===== config.mk =====
export PLATFORM = sky130hd
export DESIGN_NAME = pt_walker
export DESIGN_NICKNAME = d
export VERILOG_FILES = /design/src/pt_walk_pkg.sv /design/src/pte_line_decoder.sv /design/src/va_index_tracker.sv /design/src/walk_controller.sv /design/src/pt_walker.sv
export SDC_FILE = /design/constraint.sdc
export NUM_CORES = 1
export LEC_CHECK = 0
export BUFFER_PORTS_ARGS = -buffer_cell sky130_fd_sc_hd__clkbuf_2
export CAP_MARGIN = 40
export CORE_AREA = 2 2 283 285
export DETAILED_ROUTE_END_ITERATION = 7
export DIE_AREA = 0 0 285 287
export MAX_ROUTING_LAYER = met4
export PLACE_DENSITY = 0.37
export SKIP_CTS_REPAIR_TIMING = 1
export SYNTH_ARGS = -nofsm -noshare
export SYNTH_HDL_FRONTEND = slang
export SYNTH_HIERARCHICAL = 1
export SYNTH_SLANG_ARGS = --single-unit

===== constraint.sdc =====
create_clock -name clk -period 4.02 [get_ports clk]
set_clock_uncertainty 0.05 [all_clocks]
set_input_delay 0 -clock clk [delete_from_list [all_inputs] [get_ports clk]]
set_output_delay 0 -clock clk [all_outputs]
set_load 0.02 [all_outputs]

===== src/pt_walk_pkg.sv =====
// Page table walker shared definitions
// Widths, page table entry format, walker state and port structs

package pt_walk_pkg;

    // ============================================================
    // Table geometry
    // ============================================================

    // One page table entry
    localparam int PTE_BITS = 64;
    // Entries per memory line
    localparam int LINE_WORDS = 8;
    localparam int LINE_BITS = PTE_BITS * LINE_WORDS;
    localparam int WORD_SEL_BITS = $clog2(LINE_WORDS);

    // Each level consumes 9 bits of the virtual page
    localparam int PAGE_IDX_BITS = 9;
    localparam int MAX_DEPTH = 4;
    localparam int DEPTH_BITS = $clog2(MAX_DEPTH);

    // Page indices are 4KB granular
    localparam int VA_PAGE_BITS = PAGE_IDX_BITS * MAX_DEPTH;
    localparam int PA_PAGE_BITS = 40;

    // Physical page plus the line within that 4KB page
    localparam int LINE_ADDR_BITS = PA_PAGE_BITS + PAGE_IDX_BITS - WORD_SEL_BITS;

    // ============================================================
    // Entry format
    // ============================================================

    // Low status bits of an entry
    localparam int PTE_TERMINAL_BIT = 0;
    localparam int PTE_ERROR_BIT = 1;
    // Physical page field starts above the 4KB offset
    localparam int PTE_PAGE_LSB = 12;

    typedef logic [PAGE_IDX_BITS-1:0]  pt_idx_t;
    typedef logic [VA_PAGE_BITS-1:0]   va_page_t;
    typedef logic [PA_PAGE_BITS-1:0]   pa_page_t;
    typedef logic [LINE_ADDR_BITS-1:0] line_addr_t;
    typedef logic [DEPTH_BITS-1:0]     walk_depth_t;

    // Decoded status of one entry
    typedef struct packed
    {
        logic error;
        logic terminal;
    } pte_status_t;

    // ============================================================
    // Ports and state
    // ============================================================

    // Configuration, held steady by software
    typedef struct packed
    {
        pa_page_t root_page;
        logic     base_valid;
        logic     enable;
    } walk_csr_t;

    // Translation handed to the TLB
    typedef struct packed
    {
        va_page_t va_page;
        pa_page_t pa_page;
        // Set for a 2MB page
        logic     big_page;
    } tlb_fill_t;

    typedef enum logic [2:0]
    {
        IDLE,
        READ_REQ,
        WAIT_RSP,
        EVAL,
        DONE,
        ERROR
    } walk_state_t;

endpackage


===== src/pte_line_decoder.sv =====
// Page table line decoder
// Picks one entry from a response line and splits out its status and page

`timescale 1ns/1ps

module pte_line_decoder
    import pt_walk_pkg::*;
(
    // Full line from memory
    input  logic [LINE_BITS-1:0]     rsp_line,

    // Entry within the line
    input  logic [WORD_SEL_BITS-1:0] word_sel,

    output pte_status_t              pte_status,
    output pa_page_t                 next_page
);

    // Line viewed as entries, word 0 in the low bits
    logic [LINE_WORDS-1:0][PTE_BITS-1:0] line_words;

    // Selected entry
    logic [PTE_BITS-1:0] pte;

    // ============================================================
    // Entry select
    // ============================================================

    always_comb
    begin
        line_words = rsp_line;
        pte = line_words[word_sel];
    end

    // ============================================================
    // Field decode
    // ============================================================

    // Error bit marks a missing entry
    assign pte_status.error = pte[PTE_ERROR_BIT];

    // Terminal entry holds the translation itself
    assign pte_status.terminal = pte[PTE_TERMINAL_BIT];

    // Either the next table page or the translated page
    assign next_page = pte[PTE_PAGE_LSB +: PA_PAGE_BITS];

endmodule


===== src/va_index_tracker.sv =====
// Virtual page index tracker
// Shifts the virtual page so the current level's 9-bit index sits on top

`timescale 1ns/1ps

module va_index_tracker
    import pt_walk_pkg::*;
(
    input  logic     clk,
    input  logic     reset,

    // Start of a walk
    input  logic     load,
    input  va_page_t req_va,

    // Move down one level
    input  logic     level_step,

    output pt_idx_t  level_idx
);

    // Remaining index bits, current level first
    va_page_t va_shift;

    // Levels descended since the last load
    walk_depth_t steps_taken;

    // ============================================================
    // Index shift register
    // ============================================================

    always_ff @(posedge clk)
    begin
        if (load)
        begin
            va_shift <= req_va;
        end
        else if (level_step)
        begin
            // Drop the used index, zero fill from below
            va_shift <= va_shift << PAGE_IDX_BITS;
        end
    end

    assign level_idx = va_shift[VA_PAGE_BITS-1 -: PAGE_IDX_BITS];

    // Step count
    always_ff @(posedge clk)
    begin
        if (reset)
        begin
            steps_taken <= '0;
        end
        else if (load)
        begin
            steps_taken <= '0;
        end
        else if (level_step)
        begin
            steps_taken <= steps_taken + walk_depth_t'(1);
        end
    end

    // A walk has four levels, so at most three steps
    step_limit_a: assert property (@(posedge clk) disable iff (reset)
        level_step && !load |-> steps_taken != walk_depth_t'(MAX_DEPTH - 1));

endmodule


===== src/walk_controller.sv =====
// Page walk FSM
// Tracks depth and current page, issues line reads and reports fills or errors

`timescale 1ns/1ps

module walk_controller
    import pt_walk_pkg::*;
(
    input  logic        clk,
    input  logic        reset,

    input  logic        cfg_ready,
    input  pa_page_t    root_page,

    // Client request
    input  logic        req_valid,
    input  va_page_t    req_va,
    output logic        req_ready,

    // Index tracker control
    output logic        load,
    output logic        level_step,

    // Line read and response
    output logic        read_valid,
    input  logic        read_ready,
    output pa_page_t    cur_page,
    input  logic        rsp_valid,
    input  pte_status_t pte_status,
    input  pa_page_t    next_page,

    // TLB fill
    output logic        fill_valid,
    output tlb_fill_t   fill,
    input  logic        fill_ready,

    output logic        not_present,
    output logic        busy
);

    walk_state_t state;

    // Depth of the level being walked, 0 is the root
    walk_depth_t depth;

    // Virtual page reported with the fill
    va_page_t walk_va;

    // Entry sampled with the response
    pte_status_t status_q;
    pa_page_t    next_page_q;

    // EVAL outcome
    logic eval_error;
    logic eval_done;
    logic eval_next;

    // ============================================================
    // Entry rules
    // ============================================================

    always_comb
    begin
        eval_error = 1'b0;
        eval_done = 1'b0;
        eval_next = 1'b0;

        if (status_q.error)
        begin
            eval_error = 1'b1;
        end
        else if (status_q.terminal)
        begin
            // Only 4KB (depth 3) and 2MB (depth 2) leaves are legal
            if (depth >= walk_depth_t'(MAX_DEPTH - 2))
            begin
                eval_done = 1'b1;
            end
            else
            begin
                eval_error = 1'b1;
            end
        end
        else if (depth == walk_depth_t'(MAX_DEPTH - 1))
        begin
            // Pointer out of the last level
            eval_error = 1'b1;
        end
        else
        begin
            eval_next = 1'b1;
        end
    end

    // ============================================================
    // State and control registers
    // ============================================================

    always_ff @(posedge clk)
    begin
        if (reset)
        begin
            state <= IDLE;
            depth <= '0;
        end
        else
        begin
            case (state)
                IDLE:
                begin
                    if (load)
                    begin
                        state <= READ_REQ;
                        depth <= '0;
                    end
                end

                READ_REQ:
                begin
                    // Address holds until memory takes it
                    if (read_ready)
                    begin
                        state <= WAIT_RSP;
                    end
                end

                WAIT_RSP:
                begin
                    if (rsp_valid)
                    begin
                        state <= EVAL;
                    end
                end

                EVAL:
                begin
                    if (eval_error)
                    begin
                        state <= ERROR;
                    end
                    else if (eval_done)
                    begin
                        state <= DONE;
                    end
                    else
                    begin
                        state <= READ_REQ;
                        depth <= depth + walk_depth_t'(1);
                    end
                end

                DONE:
                begin
                    if (fill_ready)
                    begin
                        state <= IDLE;
                    end
                end

                // Sticky until reset
                ERROR:
                begin
                    state <= ERROR;
                end

                default:
                begin
                    state <= IDLE;
                end
            endcase
        end
    end

    // Walk payload
    always_ff @(posedge clk)
    begin
        if (load)
        begin
            walk_va <= req_va;
            cur_page <= root_page;
        end
        else if ((state == EVAL) && !eval_error)
        begin
            // Next table page, or the translated page at a leaf
            cur_page <= next_page_q;
        end

        if ((state == WAIT_RSP) && rsp_valid)
        begin
            status_q <= pte_status;
            next_page_q <= next_page;
        end
    end

    // ============================================================
    // Outputs
    // ============================================================

    assign req_ready = cfg_ready && (state == IDLE);
    assign load = req_valid && req_ready;
    assign level_step = (state == EVAL) && eval_next;

    assign read_valid = (state == READ_REQ);

    assign fill_valid = (state == DONE);
    assign fill.va_page = walk_va;
    assign fill.pa_page = cur_page;
    // A leaf at depth 2 maps 2MB
    assign fill.big_page = ~depth[0];

    assign not_present = (state == ERROR);
    assign busy = (state != IDLE) && (state != ERROR);

    // Read request and its address hold while memory stalls
    read_hold_a: assert property (@(posedge clk) disable iff (reset)
        read_valid && !read_ready |=> read_valid && $stable(cur_page));

    // Memory answers only an issued read
    rsp_in_wait_a: assert property (@(posedge clk) disable iff (reset)
        rsp_valid |-> state == WAIT_RSP);

endmodule


===== src/pt_walker.sv =====
// Hierarchical page table walker top level
// Turns a virtual page into a TLB fill by reading table lines level by level

`timescale 1ns/1ps

module pt_walker
    import pt_walk_pkg::*;
(
    input  logic                 clk,
    input  logic                 reset,

    // Configuration
    input  walk_csr_t            csr,

    // Walk request from the client
    input  logic                 req_valid,
    input  va_page_t             req_va,
    output logic                 req_ready,

    // Page table line reads
    output logic                 read_valid,
    output line_addr_t           read_addr,
    input  logic                 read_ready,

    // Read response, one cycle pulse
    input  logic                 rsp_valid,
    input  logic [LINE_BITS-1:0] rsp_line,

    // TLB fill
    output logic                 fill_valid,
    output tlb_fill_t            fill,
    input  logic                 fill_ready,

    // Status
    output logic                 not_present,
    output logic                 busy
);

    // Walks start only once the root is valid and the walker enabled
    logic cfg_ready;

    // Controller to tracker
    logic load;
    logic level_step;

    // Index of the level being read
    pt_idx_t level_idx;

    // Current table page
    pa_page_t cur_page;

    // Decoded entry, combinational from the response line
    pte_status_t pte_status;
    pa_page_t    next_page;

    always_ff @(posedge clk)
    begin
        if (reset)
        begin
            cfg_ready <= 1'b0;
        end
        else
        begin
            cfg_ready <= csr.base_valid && csr.enable;
        end
    end

    // Upper index bits pick the line, the lower three pick the entry
    assign read_addr = {cur_page, level_idx[PAGE_IDX_BITS-1:WORD_SEL_BITS]};

    // ============================================================
    // Blocks
    // ============================================================

    walk_controller walk_controller_i
    (
        .clk         (clk),
        .reset       (reset),
        .cfg_ready   (cfg_ready),
        .root_page   (csr.root_page),
        .req_valid   (req_valid),
        .req_va      (req_va),
        .read_ready  (read_ready),
        .rsp_valid   (rsp_valid),
        .pte_status  (pte_status),
        .next_page   (next_page),
        .fill_ready  (fill_ready),
        .req_ready   (req_ready),
        .load        (load),
        .level_step  (level_step),
        .read_valid  (read_valid),
        .cur_page    (cur_page),
        .fill_valid  (fill_valid),
        .fill        (fill),
        .not_present (not_present),
        .busy        (busy)
    );

    va_index_tracker va_index_tracker_i
    (
        .clk        (clk),
        .reset      (reset),
        .load       (load),
        .req_va     (req_va),
        .level_step (level_step),
        .level_idx  (level_idx)
    );

    pte_line_decoder pte_line_decoder_i
    (
        .rsp_line   (rsp_line),
        .word_sel   (level_idx[WORD_SEL_BITS-1:0]),
        .pte_status (pte_status),
        .next_page  (next_page)
    );

endmodule


Word level (Yosys, flattened, before mapping)
Cells that the tools add are included.

Register bits: 160.

Add/subtract/negate cells: 1. $lt $le $gt $ge: 2. Equal/unequal tests: 13. Multiplexer cells: 27. Bitwise gates (word level): 1. Reductions and logical operators: 15.

Operators by type and width (number): $bmux W64 S3 (1); $mux W40 (2); $mux W36 (2); $mux W52 (1); $mux W3 (6); $pmux W3 S6 (1); $mux W1 (10); $ne A2 B2 Y1 const B (4); $reduce_and A4 Y1 (2); $logic_and A1 B1 Y1 (7); $eq A3 B2 Y1 const B (2); $eq A3 B3 Y1 const B (2); $mux W2 (3); $reduce_bool A2 Y1 (3); $lt A3 B4 Y1 const B (1); $ne A2 B1 Y1 const B (2); $pmux W2 S2 (1); $eq A3 B1 Y1 const B (1); $logic_not A3 Y1 (1); $ne A3 B3 Y1 const B (1); $reduce_bool A3 Y1 (1); $add A2 B1 Y2 const B (1); $eq A2 B2 Y1 const B (1); $ge A2 B2 Y1 const B (1); other kinds (2) (2).

Logic depth before layout (Yosys ltp)
Gate-level depths: netlist (run 1).

Word-level depth: 8. Mapped depth: 8. Mapped depth without buffers: 5.

Cells and area by module
The synthesis (run 1) kept the hierarchy.

Modules (own cells, without submodules): walk_controller (instances 1, cells each 254, area each 4932.2 sq um, sequential area each 3643.5 sq um); pte_line_decoder (instances 1, cells each 149, area each 2513.7 sq um, sequential area each 0.0 sq um); va_index_tracker (instances 1, cells each 86, area each 1645.3 sq um, sequential area each 1081.0 sq um); pt_walker (instances 1, cells each 2, area each 28.8 sq um, sequential area each 20.0 sq um).

Worst setup path after synthesis (run 1)
Ideal clock, no wire load.

Path kind: register to register. From: register walk_controller_i.state[1]. To: register walk_controller_i.next_page_q[0] (enable). Setup time: 0.494 ns. Arrival time: 3.356 ns. Setup slack: 0.121 ns. Cell stages (with the launch flop): 4. Cell sequence: dfxtp_1 > buf_6 > nand2_1 > nor3_1.

Longest elaborated chain between the ends: 2.

Ends and longest elaborated chain: start, declared (line walk_controller.sv:41) `walk_state_t state;`; start signal, assigned (line walk_controller.sv:103) `state <= IDLE;`; start signal, assigned (line walk_controller.sv:113) `state <= READ_REQ;`; start signal, assigned (line walk_controller.sv:123) `state <= WAIT_RSP;`; $eq A3 B2 Y1 (line walk_controller.sv:188) `if ((state == WAIT_RSP) && rsp_valid)`; $logic_and A1 B1 Y1 (line walk_controller.sv:188); end signal, assigned (line walk_controller.sv:191) `next_page_q <= next_page;`; end, declared (line walk_controller.sv:51) `pa_page_t next_page_q;`.

Every way passes these cells. A chain may end at the register's enable or synchronous reset.

Final worst setup path (run 1)
From: register va_index_tracker_i.va_shift[27]. To: register walk_controller_i.next_page_q[6], data pin.

Longest elaborated chain between the ends: 2.

Ends and longest elaborated chain: start, declared (line va_index_tracker.sv:23) `va_page_t va_shift;`; start signal, assigned (line va_index_tracker.sv:36) `va_shift <= req_va;`; start signal, assigned (line va_index_tracker.sv:41) `va_shift <= va_shift << PAGE_IDX_BITS;`; $bmux W64 S3 (line pte_line_decoder.sv:32) `pte = line_words[word_sel];`; $mux W52 (implied by the code) (line pte_line_decoder.sv:32); via next_page[6] (line pt_walker.sv:54) `pa_page_t next_page;`.

The timed path passes the listed nets, and every way through them passes these cells. The select of a mux whose other input is x is not followed.

==> results of run 1 <==
-- placed cells by master (no fill, tap or decap), types with 2 or more instances in the layout --
master	synthesis	routed
mux2_4	56	56
nor3_1	4	3
clkinv_4	0	2
inv_8	0	2
and3b_1	2	2
dfxtp_1	6	6
nor2_1	4	4
inv_6	0	3
edfxtp_1	154	154
mux2_2	53	53
buf_4	50	5
clkbuf_16	0	17
ha_1	2	2
diode_2	0	11
clkinv_8	0	2
nand3_1	2	2
o21ai_0	2	2
nand3b_1	2	2
nor3_2	1	2
nor2b_1	2	2
buf_12	6	4
mux4_2	84	84
dlygate4sd3_1	0	175
clkbuf_2	0	547
and2_1	12	12
inv_1	4	4
bufinv_16	0	3
nand2b_1	3	3
-- layer usage --
metal	vias up	part of all wire
li1	3304	-
met4	0	0.018
met3	28	0.081
met5	-	0
met1	3479	0.41
met2	392	0.49
-- flip-flops by register name, summed over array words and instances (netlist names) --
name and flops:
walk_controller_i/next_page_q 40, cfg_ready 1, walk_controller_i/status_q 2, walk_controller_i/state 3, walk_controller_i/depth 2, va_index_tracker_i/va_shift 36, walk_controller_i/walk_va 36, walk_controller_i/cur_page 40
-- kinds of logic after synthesis --
| kind of cell | Yosys count | synth area share |
|---|---|---|
| mux | 193 | 0.365 |
| fa+ha+maj | 2 | 0.00274 |
| flops | 160 | 0.520 |
| simple gates | 37 | 0.0247 |
| buf+inv | 88 | 0.0777 |
| compound gates | 10 | 0.00864 |
| xor+xnor | 1 | 0.000961 |
-- worst paths after layout --
check | start | endpoint | slack (ns) | cells after the start
setup reg to reg | va_index_tracker_i/va_shift[27]$_DFFE_PP_ | walk_controller_i/next_page_q[6]$_DFFE_PP_ | 0.77 | 5
hold / removal | rsp_line[165] | walk_controller_i/next_page_q[25]$_DFFE_PP_ | 0.02 | 3
hold reg to reg | walk_controller_i/depth[1]$_SDFFE_PP0P_ | walk_controller_i/depth[1]$_SDFFE_PP0P_ | 0.48 | 2
setup / recovery | va_index_tracker_i/va_shift[27]$_DFFE_PP_ | walk_controller_i/next_page_q[6]$_DFFE_PP_ | 0.77 | 5
-- power by group --
| group | switching [W] | total (W) | internal [W] |
|---|---|---|---|
| Sequential | 0.0000130 | 0.00187 | 0.00185 |
| Combinational | 0.000236 | 0.000663 | 0.000428 |
| Clock | 0.000811 | 0.00181 | 0.00100 |
-- worst min-delay path: stages --
cell	delay [ns]
clkbuf_2	0.07
mux4_2	0.21
mux2_2	0.15
-- cell type report --
cell class	instances	area, um2
Fill cell	8631	63600
Timing Repair Buffer	731	4610
Clock buffer	18	429
Clock inverter	14	200
Multi-Input combinational cell	243	3680
Antenna cell	11	27.5
Tap cell	1050	1310
Sequential cell	160	4740
Inverter	4	15.0
-- stage by stage --
stage | cells | power [W] | utilization | hold slack, ns
after floorplan | 491 | 0.00214 | - | 0.0194
after global placement | 2012 | 0.00243 | 0.160 | 0.149
after detailed placement | 2013 | 0.00243 | 0.160 | 0.153
after CTS | 2045 | 0.00433 | 0.168 | -0.390
after global routing | 2230 | 0.00457 | 0.191 | 0.000149
final | 2231 | 0.00434 | 0.191 | 0.0234
==> metrics, run 1 <==
Setup TNS=0 ns; CP startpoint kind=register; full die area=between 80,000 and 90,000 um2; DP Area=~13,000 um2; worst endpoint required time=4.19 ns; layout overhead on the synthesized area=64.7%; worst hold path type=input pin to register; leak pwr=just over 6 nW; worst skew pair latency=0.47 ns; fmax=308 MHz; CTS Buf Count=17; Buffers & Inverters on Critical Path=3; routed vias=between 7,000 and 8,000; Setup crit end kind=register; Port-buffer cells=~550; Post-Syn Nets=1,089; CP dominant cell by count=dlygate4sd3_1; TritonRoute pass-1 iters=6; met2 GRT Util=0.145; # DRC=0; delay-heaviest family, CP=buffers and inverters; Final Cycle Share=0.809; most frequent cell after synthesis=edfxtp_1; maximum clock path buffer count=2; core area=between 70,000 and 80,000 um2; Primary FF master, synth=edfxtp_1; ANT nets after route=0; FF+latch count, synth=160; Max stage delay on crit path=just under 0.6 ns; gpl congestion=roughly 0.82; busiest grt layer=met2; Syn Std Cell Area=approximately 9100 um2; number of flops mapped to enable cells by yosys=~150; area leader, netlist=edfxtp_1; Root Driver=clkbuf_16; Ports=724; # Max-Cap Violations=0; total gr overflow=0; pre-CTS setup slack=approximately 1.6 ns; die width=285 um; RSZ-0062 raised after global routing=no; Slew headroom=0.477; Mapped Cells=roughly 490; Ys Warns=6; die height=roughly 290 um; CTS tree=built; worst slew pin tran=0.785 ns; Commonest cells post-synth=edfxtp_1, mux4_2, mux2_4; post-route cell area=15,000 um2; Worst-path clk slew=roughly 0.070 ns; Pwr per Cell Area=about 290 nW/um2; share of cells above drive strength 1=0.672; initial antenna violation count=26; Rows=around 100; Critical Path, Cell by Cell=buf_4, mux4_2, dlygate4sd3_1, mux2_2, dlygate4sd3_1; first-pass GRT wire length=a little over 50,000 um; top cells by area, synth=edfxtp_1, mux4_2, mux2_4; status=completed; sequential-to-total area share from yosys stat=0.520; asr flop ratio synth=0; Hold Vio Cnt, Final=0; GR Util met3=0.0300; number of DRC markers in iteration 0=~310; Max FO, Critical Path=32; wire per inst=between 15 and 20 um; largest net degree at the start of global routing=89; Starting Density=0.116; routed vias/inst=between 3 and 4; Final Max Slew Viols=0; dpl hpwl=30,000 um; Worst Setup Slack, final=approximately 0.77 ns; final wirelength=approximately 38,000 um; number of global-route vias before repair=7,239; Sink Count=160; number of library cell types mapped by synthesis=37; critical path type=register to register; M1 GR Usage=0.110; Yosys top cell area share=0.507; slowest CP cell=mux4_2; Avg Cell Area, Syn=approximately 19 um2; Critical Path AT=about 3.4 ns; Total GRT Usage=0.0922; Nets=~1,800; Final min period=~3.3 ns; peak supply drop=0.288 mV; H-tree levels=4; Finish-stage setup viols=0
Power figures use the tool's default switching activity.
==> run 2, diff against run 1 <==
clock period = 2.9 ns   (was 4.02 ns; I/O delays follow)
==> run 2 against run 1 <==
Effect of this change: cell area up 3.4%; die area is the same; sequential share of layout area is 1.0 points lower; utilization increased by 0.65 points; critical path depth unchanged; setup slack lost 0.67 ns; hold slack got worse by 0.015 ns; critical path type unchanged; critical endpoint is now walk_controller_i/next_page_q[12]$_DFFE_PP_.
==> metrics, run 2 (synthesis results as in run 1) <==
status=completed; layout overhead on the synthesized area=70.3%; Rows=around 100; final total power=around 0.006 W; H-tree levels=4; slowest CP cell=dlygate4sd3_1; gpl congestion=between 0.8 and 0.9; Max FO, Critical Path=between 60 and 70; Final Cycle Share=0.967; Starting Density=0.116; initial antenna violation count=14; Pwr per Cell Area=approximately 390 nW/um2; # Max-Cap Violations=0; Port-buffer cells=about 550; leading cell types in the layout, fill and taps excluded=clkbuf_2, dlygate4sd3_1, edfxtp_1; Slew headroom=0.488; die height=between 200 and 300 um; Critical Path AT=a little under 3 ns; # DRC=0; Total GRT Usage=0.0929; CTS Buf Count=17; routed vias=around 7,400; routed vias/inst=approximately 3.2; Worst-path clk slew=roughly 0.09 ns; Finish-stage setup viols=0; biggest regs=walk_controller_i/cur_page: 40 flops, walk_controller_i/next_page_q: 40 flops; total gr overflow=0; pre-CTS setup slack=roughly 0.76 ns; Setup crit end kind=register; final wirelength=38,500 um; die width=285 um; full die area=just over 80,000 um2; first-pass GRT wire length=~51,000 um; dpl hpwl=30,600 um; core area=between 70,000 and 80,000 um2; Critical Path, Cell by Cell=buf_12, mux4_2, dlygate4sd3_1, mux2_2, dlygate4sd3_1; TritonRoute pass-1 iters=4; Nets=~1,800; Ports=just over 700; number of global-route vias before repair=7,174; largest net degree at the start of global routing=76; critical path type=register to register; Sink Count=160; Final min period=between 2 and 3 ns; worst skew pair latency=approximately 0.49 ns; worst hold path type=input pin to register; Hold Vio Cnt, Final=0; CTS tree=built; fmax=between 300 and 400 MHz; worst slew pin tran=0.767 ns; CP startpoint kind=register; fill cell count=between 8,000 and 9,000; commonest non-fill, non-tap cell in the layout=clkbuf_2; Root Driver=clkbuf_16; maximum clock path buffer count=2; worst endpoint required time=slightly above 3 ns; Max stage delay on crit path=around 0.56 ns; Final Max Slew Viols=0; wire per inst=approximately 17 um; Buffers & Inverters on Critical Path=3; delay-heaviest family, CP=buffers and inverters; Cell Count, Final, Fillers Out=approximately 2,300; number of DRC markers in iteration 0=around 300; Placed Cells=around 2,000; CP dominant cell by count=dlygate4sd3_1; Worst Setup Slack, final=~0.096 ns; ANT nets after route=0; share of cells above drive strength 1=0.657; peak supply drop=around 0.44 mV; leak pwr=about 6.3 nW
==> run 2: per-layer routing <==
layer  part of all wire  up-vias  global-route usage
met5                  0        -                   -
met4              0.025        0              0.0366
met3              0.071       37              0.0300
met2               0.51      375               0.156
met1               0.40     3558               0.102
li1                   -     3410                   -
==> run 2: through the flow <==
| step | util | setup TNS, ns | cell area, um2 | hold slack, ns |
|---|---|---|---|---|
| after floorplan | - | 0 | 9130 | 0.0194 |
| after global placement | 0.163 | 0 | 12800 | 0.157 |
| after detailed placement | 0.163 | 0 | 12800 | 0.155 |
| after CTS | 0.170 | 0 | 13400 | -0.388 |
| after global routing | 0.198 | -0.00945 | 15500 | -0.0248 |
| final | 0.198 | 0 | 15500 | 0.00818 |
==> run 2: path summary, 6_finish.rpt <==
path                                                                start  slack (ns)  cells after the start                                          end
worst max-delay path            va_index_tracker_i/va_shift[29]$_DFFE_PP_         0.1                      5  walk_controller_i/next_page_q[12]$_DFFE_PP_
worst min-delay path                                        rsp_line[496]       0.008                      3  walk_controller_i/next_page_q[36]$_DFFE_PP_
worst max register to register  va_index_tracker_i/va_shift[29]$_DFFE_PP_         0.1                      5  walk_controller_i/next_page_q[12]$_DFFE_PP_
worst min register to register    walk_controller_i/depth[0]$_SDFFE_PP0P_        0.47                      2      walk_controller_i/depth[0]$_SDFFE_PP0P_
==> run 2: cell type report <==
cell class | count | area, um2 | area share
repair buffers | 785 | 5150 | 0.331
inverters | 4 | 15.0 | 0.000967
diodes | 10 | 25.0 | 0.00161
clock inverters | 13 | 170 | 0.0110
multi-input cells | 243 | 3680 | 0.237
clock buffers | 19 | 433 | 0.0279
flip-flops and latches | 160 | 4740 | 0.305
well taps | 1050 | 1310 | 0.0846
==> run 2: worst reg2reg max path, stage by stage, from the launching register on <==
cell	delay, ns
edfxtp_1	0.44
buf_12	0.28
mux4_2	0.42
dlygate4sd3_1	0.56
mux2_2	0.25
dlygate4sd3_1	0.55
==> run 2: report_power, final <==
part	internal (W)	leakage, nW	switching, W
Sequential	0.00257	1.43	0.0000180
Combinational	0.000629	4.61	0.000331
Clock	0.00131	0.292	0.00114
